$ cat src/hw/enq_pkg.sv
package enq_pkg;

    ////////////////////
    // queue geometry
    ////////////////////

    // four network ports plus the cpu queue
    localparam int queue_num    = 5;
    localparam int cpu_queue    = 4;

    ////////////////////
    // metadata layout
    ////////////////////

    localparam int tuser_w      = 128;
    localparam int src_pos      = 16;
    localparam int dst_pos      = 24;
    localparam int drop_pos     = 32;
    // src and dst fields are one-hot {dma, nf3, dma, nf2, dma, nf1, dma, nf0}
    localparam int port_field_w = 8;

    // cpu read port, addr[7:4] is source and addr[3:0] is destination
    localparam int axi_addr_w   = 8;
    localparam int axi_data_w   = 32;

    typedef logic [queue_num-1:0]  port_mask_t;
    typedef logic [2:0]            src_idx_t;
    typedef logic [axi_data_w-1:0] drop_count_t;
    typedef logic [tuser_w-1:0]    tuser_t;

    typedef enum logic [1:0]
    {
        idle,
        enq_sop,
        enq_remain,
        drop_pkt
    } enq_state_t;

endpackage

$ cat src/hw/pkt_class_if.sv
`timescale 1ns/1ns

interface pkt_class_if
    import enq_pkg::*;
();

    // destination queues named by the metadata
    port_mask_t dst_mask;
    // destinations that still have room
    port_mask_t eligible;
    src_idx_t   src_idx;
    // packet must be dropped
    logic       reject;

    modport producer
    (
        output dst_mask,
        output eligible,
        output src_idx,
        output reject
    );

    modport consumer
    (
        input dst_mask,
        input eligible,
        input src_idx,
        input reject
    );

endinterface

$ cat src/hw/meta_classifier.sv
`timescale 1ns/1ns

module meta_classifier
    import enq_pkg::*;
(
    input  tuser_t           s_axis_tuser,
    input  logic             s_axis_tpifo_valid,
    input  port_mask_t       s_axis_buffer_almost_full,
    input  port_mask_t       s_axis_pifo_full,
    pkt_class_if.producer    cls
);

    logic [port_field_w-1:0] src_field;
    logic [port_field_w-1:0] dst_field;
    port_mask_t              dst_mask_c;
    port_mask_t              eligible_c;

    assign src_field = s_axis_tuser[src_pos +: port_field_w];
    assign dst_field = s_axis_tuser[dst_pos +: port_field_w];

    // even bits are the network ports, every odd bit is a dma lane
    always_comb
    begin
        dst_mask_c = '0;
        for (int q = 0; q < cpu_queue; q++)
        begin
            dst_mask_c[q] = dst_field[2*q];
            dst_mask_c[cpu_queue] = dst_mask_c[cpu_queue] | dst_field[2*q+1];
        end
    end

    // one-hot source to index, anything unknown counts as cpu
    always_comb
    begin
        case (src_field)
            8'h01:   cls.src_idx = src_idx_t'(0);
            8'h04:   cls.src_idx = src_idx_t'(1);
            8'h10:   cls.src_idx = src_idx_t'(2);
            8'h40:   cls.src_idx = src_idx_t'(3);
            default: cls.src_idx = src_idx_t'(cpu_queue);
        endcase
    end

    // drop the queues that cannot take another packet
    assign eligible_c = dst_mask_c & ~s_axis_buffer_almost_full & ~s_axis_pifo_full;

    assign cls.dst_mask = dst_mask_c;
    assign cls.eligible = eligible_c;
    assign cls.reject   = s_axis_tuser[drop_pos] | ~s_axis_tpifo_valid | ~(|eligible_c);

endmodule

$ cat src/hw/enqueue_fsm.sv
`timescale 1ns/1ns

module enqueue_fsm
    import enq_pkg::*;
(
    input  logic             axis_aclk,
    input  logic             axis_resetn,
    input  logic             s_axis_tvalid,
    input  logic             s_axis_tlast,
    pkt_class_if.consumer    cls,
    output logic             s_axis_tready,
    output port_mask_t       pifo_in_en,
    output port_mask_t       buffer_wr_en,
    output logic             drop_strobe
);

    enq_state_t state;
    enq_state_t state_next;
    logic       beat;

    ////////////////////
    // handshake
    ////////////////////

    // the first beat is only inspected in idle, it moves in the next state
    assign s_axis_tready = (state != idle);
    assign beat          = s_axis_tvalid & s_axis_tready;

    // one pulse per dropped packet, taken from the idle decision
    assign drop_strobe   = (state == idle) & s_axis_tvalid & cls.reject;

    ////////////////////
    // next state
    ////////////////////

    always_comb
    begin
        state_next = state;
        case (state)
            idle:
                if (s_axis_tvalid)
                    state_next = cls.reject ? drop_pkt : enq_sop;
            enq_sop:
                if (beat)
                    state_next = enq_remain;
            enq_remain,
            drop_pkt:
                if (beat && s_axis_tlast)
                    state_next = idle;
            default:
                state_next = idle;
        endcase
    end

    ////////////////////
    // state and enables
    ////////////////////

    always_ff @(posedge axis_aclk)
    begin
        if (!axis_resetn)
        begin
            state        <= idle;
            pifo_in_en   <= '0;
            buffer_wr_en <= '0;
        end
        else
        begin
            state      <= state_next;
            // insert is a single cycle pulse
            pifo_in_en <= '0;
            if (state == enq_sop && beat)
            begin
                pifo_in_en   <= cls.eligible;
                buffer_wr_en <= cls.eligible;
            end
            else if (state == enq_remain && beat && s_axis_tlast)
                buffer_wr_en <= '0;
        end
    end

endmodule

$ cat src/hw/drop_counter_bank.sv
`timescale 1ns/1ns

module drop_counter_bank
    import enq_pkg::*;
(
    input  logic                  axis_aclk,
    input  logic                  axis_resetn,
    input  logic                  drop_strobe,
    pkt_class_if.consumer         cls,
    input  logic [axi_addr_w-1:0] s_axi_addr,
    input  logic                  s_axi_req_valid,
    output drop_count_t           m_axi_data,
    output logic                  m_axi_resp_valid
);

    // indexed [destination queue][source port]
    drop_count_t               drop_cnt [queue_num][queue_num];

    logic [axi_addr_w/2-1:0]   rd_src;
    logic [axi_addr_w/2-1:0]   rd_dst;
    logic [axi_addr_w/2-1:0]   rd_dst_sel;
    drop_count_t               rd_word;

    ////////////////////
    // counter matrix
    ////////////////////

    // a multicast drop bumps every destination it named
    always_ff @(posedge axis_aclk)
    begin
        if (!axis_resetn)
        begin
            for (int d = 0; d < queue_num; d++)
                for (int s = 0; s < queue_num; s++)
                    drop_cnt[d][s] <= '0;
        end
        else if (drop_strobe)
        begin
            for (int d = 0; d < queue_num; d++)
                for (int s = 0; s < queue_num; s++)
                    if (cls.dst_mask[d] && cls.src_idx == src_idx_t'(s))
                        drop_cnt[d][s] <= drop_cnt[d][s] + 1'b1;
        end
    end

    ////////////////////
    // cpu read port
    ////////////////////

    assign rd_src     = s_axi_addr[axi_addr_w-1:axi_addr_w/2];
    assign rd_dst     = s_axi_addr[axi_addr_w/2-1:0];
    // high destination numbers alias onto the cpu queue
    assign rd_dst_sel = (rd_dst >= cpu_queue) ? (axi_addr_w/2)'(cpu_queue) : rd_dst;

    // unknown sources match nothing and read as zero
    always_comb
    begin
        rd_word = '0;
        for (int d = 0; d < queue_num; d++)
            for (int s = 0; s < queue_num; s++)
                if (rd_dst_sel == d && rd_src == s)
                    rd_word = drop_cnt[d][s];
    end

    always_ff @(posedge axis_aclk)
    begin
        if (!axis_resetn)
        begin
            m_axi_data       <= '0;
            m_axi_resp_valid <= 1'b0;
        end
        else
        begin
            m_axi_resp_valid <= s_axi_req_valid;
            if (s_axi_req_valid)
                m_axi_data <= rd_word;
        end
    end

endmodule

$ cat src/hw/enqueue_agent.sv
`timescale 1ns/1ns

module enqueue_agent
    import enq_pkg::*;
(
    input  logic                  axis_aclk,
    input  logic                  axis_resetn,

    // pipeline stream
    input  logic                  s_axis_tvalid,
    output logic                  s_axis_tready,
    input  tuser_t                s_axis_tuser,
    input  logic                  s_axis_tlast,
    input  logic                  s_axis_tpifo_valid,

    // queue status and control
    input  port_mask_t            s_axis_buffer_almost_full,
    input  port_mask_t            s_axis_pifo_full,
    output port_mask_t            m_axis_ctl_pifo_in_en,
    output port_mask_t            m_axis_ctl_buffer_wr_en,

    // cpu drop counter reads
    input  logic [axi_addr_w-1:0] s_axi_addr,
    input  logic                  s_axi_req_valid,
    output drop_count_t           m_axi_data,
    output logic                  m_axi_resp_valid
);

    logic drop_strobe;

    pkt_class_if cls_if ();

    meta_classifier classifier_i
    (
        .s_axis_tuser              (s_axis_tuser),
        .s_axis_tpifo_valid        (s_axis_tpifo_valid),
        .s_axis_buffer_almost_full (s_axis_buffer_almost_full),
        .s_axis_pifo_full          (s_axis_pifo_full),
        .cls                       (cls_if.producer)
    );

    enqueue_fsm fsm_i
    (
        .axis_aclk     (axis_aclk),
        .axis_resetn   (axis_resetn),
        .s_axis_tvalid (s_axis_tvalid),
        .s_axis_tlast  (s_axis_tlast),
        .cls           (cls_if.consumer),
        .s_axis_tready (s_axis_tready),
        .pifo_in_en    (m_axis_ctl_pifo_in_en),
        .buffer_wr_en  (m_axis_ctl_buffer_wr_en),
        .drop_strobe   (drop_strobe)
    );

    drop_counter_bank counters_i
    (
        .axis_aclk        (axis_aclk),
        .axis_resetn      (axis_resetn),
        .drop_strobe      (drop_strobe),
        .cls              (cls_if.consumer),
        .s_axi_addr       (s_axi_addr),
        .s_axi_req_valid  (s_axi_req_valid),
        .m_axi_data       (m_axi_data),
        .m_axi_resp_valid (m_axi_resp_valid)
    );

endmodule

$ cat config.mk
export PLATFORM = sky130hd
export DESIGN_NAME = enqueue_agent
export DESIGN_NICKNAME = d
export VERILOG_FILES = /design/src/hw/enq_pkg.sv /design/src/hw/pkt_class_if.sv /design/src/hw/meta_classifier.sv /design/src/hw/enqueue_fsm.sv /design/src/hw/drop_counter_bank.sv /design/src/hw/enqueue_agent.sv
export SDC_FILE = /design/constraint.sdc
export NUM_CORES = 2
export LEC_CHECK = 0
export ABC_AREA = 1
export BUFFER_PORTS_ARGS = -buffer_cell sky130_fd_sc_hd__buf_2
export CAP_MARGIN = 15
export CORE_ASPECT_RATIO = 1.1
export CORE_MARGIN = 5
export CORE_UTILIZATION = 35
export CTS_CLUSTER_DIAMETER = 100
export DETAILED_ROUTE_END_ITERATION = 16
export SETUP_SLACK_MARGIN = 0.1
export SLEW_MARGIN = 10
export SYNTH_ARGS = -nofsm -noshare
export SYNTH_HDL_FRONTEND = slang
export SYNTH_SLANG_ARGS = --single-unit
$ cat constraint.sdc
create_clock -name axis_aclk -period 8.3 [get_ports axis_aclk]
set_input_delay 1.66 -clock axis_aclk [delete_from_list [all_inputs] [get_ports axis_aclk]]
set_output_delay 1.66 -clock axis_aclk [all_outputs]
set_load 0.01 [all_outputs]
# == Word-level counts from Yosys, hierarchy flattened ==
# Memories as Yosys holds them, arrays and structs flattened.
# Index checks and enable logic that the tools add are counted.
# totals
reg_bits,45
in_bits,152
ram_bits,800
n_memories,1
# mem_list
name,words,width,read_ports,rd_ports_with_merged_regs,write_ports,line,rtl
counters_i.drop_cnt,5,160,5,0,5,drop_counter_bank.sv:17,drop_count_t drop_cnt [queue_num][queue_num];
# op_classes
mux,160
n_reduce_logical,64
magnitude_cmp,1
bitwise,39
n_addsub,25
n_eq_ne,22
# op_table
op,n
2-to-1 mux 32 bit,50
adder 32 x 1 -> 32 bit (second input constant),25
2-to-1 mux 1 bit,101
logical AND 1 bit,54
OR 1 bit,30
equality test 4 x 2 -> 1 bit (second input constant),4
case mux 3 bit (4 select lines),1
AND 5 bit,2
2-to-1 mux 5 bit,2
NOT 5 bit,2
equality test 4 x 1 -> 1 bit (second input constant),2
equality test 4 x 3 -> 1 bit (second input constant),2
equality test 8 x 1 -> 1 bit (second input constant),1
equality test 8 x 3 -> 1 bit (second input constant),1
equality test 8 x 5 -> 1 bit (second input constant),1
equality test 8 x 7 -> 1 bit (second input constant),1
logical NOT 4 bit,2
2-to-1 mux 2 bit,4
equality test 3 x 2 -> 1 bit (second input constant),2
case mux 2 bit (3 select lines),1
OR reduction 5 bit,1
equality test 2 bit (second input constant),2
>= comparator 4 x 3 -> 1 bit (second input constant),1
2-to-1 mux 4 bit,1
other kinds (13),18

# == Longest topological paths before layout ==
# depth
word_depth,29
depth_mapped,24
mapped_depth_nobuf,24

# == Modules after synthesis ==
# A second synthesis with hierarchy kept.
# unflattened
hier_cells,6763
hier_area_um2,52079.9
# modules_own_cells
mod,seq_area_each_um2,instances,cells_each,area_per_inst_um2
drop_counter_bank,24683.7,1,6639,51299.2
enqueue_fsm,240.2,1,62,509.2
meta_classifier,0.0,1,62,271.5

# == Worst setup path after synthesis ==
# Ideal clock, no wire load.
# synth_path
kind,in2reg
start,input s_axis_tuser[27]
end,"memory counters_i.drop_cnt[0][640] (netlist name), enable pin"
required_ns,7.834
cell_stages,8
setup_slack_ns,2.725
t_arrival_ns,5.110
setup_ns,0.466
path_cell_list,nor4_1 nor3_1 nor4_1 or3b_2 nand2_1 nor2_1 inv_1 o21ai_0
# synth_rtl
item,line,rtl
from (decl),enqueue_agent.sv:12,"input tuser_t s_axis_tuser,"
to (decl),drop_counter_bank.sv:17,

# == Worst setup path after layout ==
# layout_path
start,input s_axi_addr[3]
end,register counters_i.m_axi_data[4]
# layout_via
elab_chain_len,29
# layout_rtl
item,line,rtl
from (decl),enqueue_agent.sv:23,"input logic [axi_addr_w-1:0] s_axi_addr,"
>= comparator 4 x 3 -> 1 bit,drop_counter_bank.sv:53,assign rd_dst_sel = (rd_dst >= cpu_queue) ? (axi_addr_w/2)'(cpu_queue) : rd_dst;
2-to-1 mux 4 bit (*),drop_counter_bank.sv:53,
logical NOT 4 bit,drop_counter_bank.sv:61,if (rd_dst_sel == d && rd_src == s)
logical AND 1 bit,drop_counter_bank.sv:61,
2-to-1 mux 32 bit (24 in series),drop_counter_bank.sv:61,
2-to-1 mux 32 bit (*),drop_counter_bank.sv:61,
to (signal assigned),drop_counter_bank.sv:76,m_axi_data <= rd_word;
to (decl),drop_counter_bank.sv:12,"output drop_count_t m_axi_data,"
# Mark *: on every way between the ends. The rest lies on a longest branch, timed or not.
# A chain may end at the register's enable or synchronous reset.

==> qor.yml <==
status: "complete, no violations"
area_delta_synth_final_pct: 12.0
synth.avg_cell_area_um2: 7.98
drt-total-wl_mm: 150
synth_cell_type_count: 54
power.density_nw_per_um2: 174
first_pass_iters: 6
viasPerCell: 5.10
cts_sinks: 845
synth-edff-count: 800
fp.dieW_um: 374
synthTopCellsByCount: "1464 x nand2_1, 973 x nor2_1, 833 x inv_1"
fillers: 14700
hold_path_class: "reg2reg"
post-route-util_pct: 39.3
ys.flop_type: "edfxtp_1"
clockBufferDepth: 3
fin_worst_skew_ps: 48.6
dpl.hpwl_mm: 111
drv_slew: 0
max-slew-margin-rel_pct: 21.7
ant_nets: 0
syn_nets: 6575
clkTransAtPathRegs_ps: 60
setup_viol: 0
antenna_cells: 0
die-area_um2: 154000
syn_inst: 6398
final.setup.tns_ps: 0
start_util_pct: 35.1
syn-cell-area_um2: 51100
power_switching_mw: 2.45
yosysWarnings: 0
worstMarginPinSlew_ps: 1170
post-cts-setup-buffer-count: 0
synthTopCellsByArea: "edfxtp_1 47%, nand2_1 11%, nor2_1 7.2%"
die_h_um: 411
cts_resized: 0
end_kind: "register"
worst_slack_ps: 2090
cts_tree: "yes"
synth.most_common_cell: "nand2_1"
start_kind: "input pin"
comb_power_share_pct: 5.1
synth_top_area_share_pct: 47.0
rsz0062_at_grt: "no"
power.leakage_nw: 20.5
place_inst: 8333
switching_share_pct: 24.7
pwr-share-clk_pct: 44.2
synthArstFlopShare_pct: 0
crit_slowest_cell: "nand2_1"
grt_pass1_wl_mm: 230
core_um2: 145000
fp-row-count: 147
cts_root_buffer: "clkbuf_16"
vias: 43500
drv_cap: 0
yosysTopAreaCell: "edfxtp_1"
share_seq_of_total_power_pct: 50.6
htreeDepth: 3
slowest_delay_ps: 690
fin_nets: 6677
fin_crit_ps: 6210
path_max_fanout: 20
clk_latency_ps: 720
crit_type: "in2reg"
path_cells: "buf_2 > nor2_1 > buf_4 > nand2_1 > clkinv_1 > nand2_1 > inv_1 > nand2_1 > nand4_1 > nand2_1 > nand4_1 > nor2_1 > nand4_1 > nor2_1 > nand4_1 > nor2_1 > nand3_1 > nor2_1 > nand3_1 > nand2_1 > a21oi_1"
wire_per_inst_um: 17.6
placed_area_um2: 54000
timing.final.crit_share_pct: 74.8
drive_gt1_share_pct: 9.79
layout.cells.non_filler: 8518
drtIter0Drc: 4258
drc: 0
grt_pass1_vias: 40600
vdd_ir_drop_max_mv: 0.151
grt_util_all_layers_pct: 18.6
gp_congestion: 0.895
numCtsBuffers: 98
antenna_found_initial: 1
ys_ff_latch: 845
p_int_mw: 7.50
timing.fmax_mhz: 161
hold_violations: 0
ys_seq_area_share_pct: 48.8
holdWs_ps: 463
arrival_ps: 6750
final_area_um2: 57200
grt_max_degree: 65
overflow: 0
num_io_pins: 196
crit_required_ps: 8840
hold_buffers: 0
fin_total_pwr_mw: 9.95
port_buffers: 84
place_ws_ps: 1510
cell families after synthesis:
logic type                 count (synthesis)  share of synthesized area (%)
and+or+nand+nor                         3589                           32.4
buffers and inverters                   1012                           7.45
DFF                                      845                           48.8
AOI/OAI and AO/OA                        782                           8.28
xor gates and xnor gates                 145                           2.49
adders and majority gates                 25                          0.612
layer usage:
layer  up-vias  part of all wire [%]  track usage (%)
met4         0                   2.9             5.98
met5         -                     0                0
li1      21600                     -                -
met1     20400                    45             25.6
met2      1294                    46             30.5
met3       190                   6.2             2.52
power by group through the flow:
stage | registers (mW) | clock network, mW | logic (mW)
after global routing | 5.06 | 4.67 | 0.568
after floorplan | 5.07 | 0 | 0.333
after CTS | 5.03 | 4.49 | 0.510
after global placement | 5.12 | 0 | 0.501
final | 5.04 | 4.40 | 0.513
after detailed placement | 5.12 | 0 | 0.507
final timing paths:
path	depth (start not counted)	endpoint	slack, ps	startpoint
setup / recovery	21	counters_i.m_axi_data[4]	2090	s_axi_addr[3]
hold reg to reg	2	fsm_i.buffer_wr_en[1]	460	fsm_i.buffer_wr_en[1]
setup reg to reg	12	counters_i.drop_cnt[0][510]	4480	counters_i.drop_cnt[0][480]
hold / removal	2	fsm_i.buffer_wr_en[1]	460	fsm_i.buffer_wr_en[1]
critical path: cells and delay by family:
family,cells,cell delay [ps]
AO/OA/AOI/OAI,1,60
AND/OR/NAND/NOR,16,3580
buffers and inverters,4,1430
registers in the layout (all words and copies together), names as in the netlist:
name / flops
counters_i.drop_cnt: 800
counters_i.m_axi_data: 32
counters_i.m_axi_resp_valid: 1
fsm_i.buffer_wr_en: 5
fsm_i.pifo_in_en: 5
fsm_i.state: 2
cell type report:
type | count | area [um^2] | area share (%)
Tap cell | 1937 | 2420 | 4.24
Timing Repair Buffer | 157 | 1000 | 1.75
Inverter | 857 | 3220 | 5.62
Clock inverter | 58 | 584 | 1.02
Multi-Input combinational cell | 4541 | 22500 | 39.3
Clock buffer | 123 | 2590 | 4.52
Sequential cell | 845 | 24900 | 43.6
cell usage in the layout, fill, tap and decap left out, types with 25 or more instances in the layout:
cell type  netlist  final
xnor2_1         45     45
nand2_1       1464   1464
o21ai_0        164    156
xor2_1         100    100
o21a_1          47     47
nor3_1         166    166
nand3_2         25     26
buf_2            6     84
nor3b_1         91     91
nor4_1          47     47
ha_1            25     25
nand3_1        264    263
clkbuf_16        0     98
nand4_1        256    256
dfxtp_1         45     45
nor3_2          41     41
clkinv_1        10     28
a21oi_1        484    484
nor2_2         128    143
nor2_1         973    956
edfxtp_1       800    800
or2_2           27     27
a31oi_1         27     27
buf_4            0     71
inv_1          833    833
No activity file was read; power rests on OpenSTA's default activity.
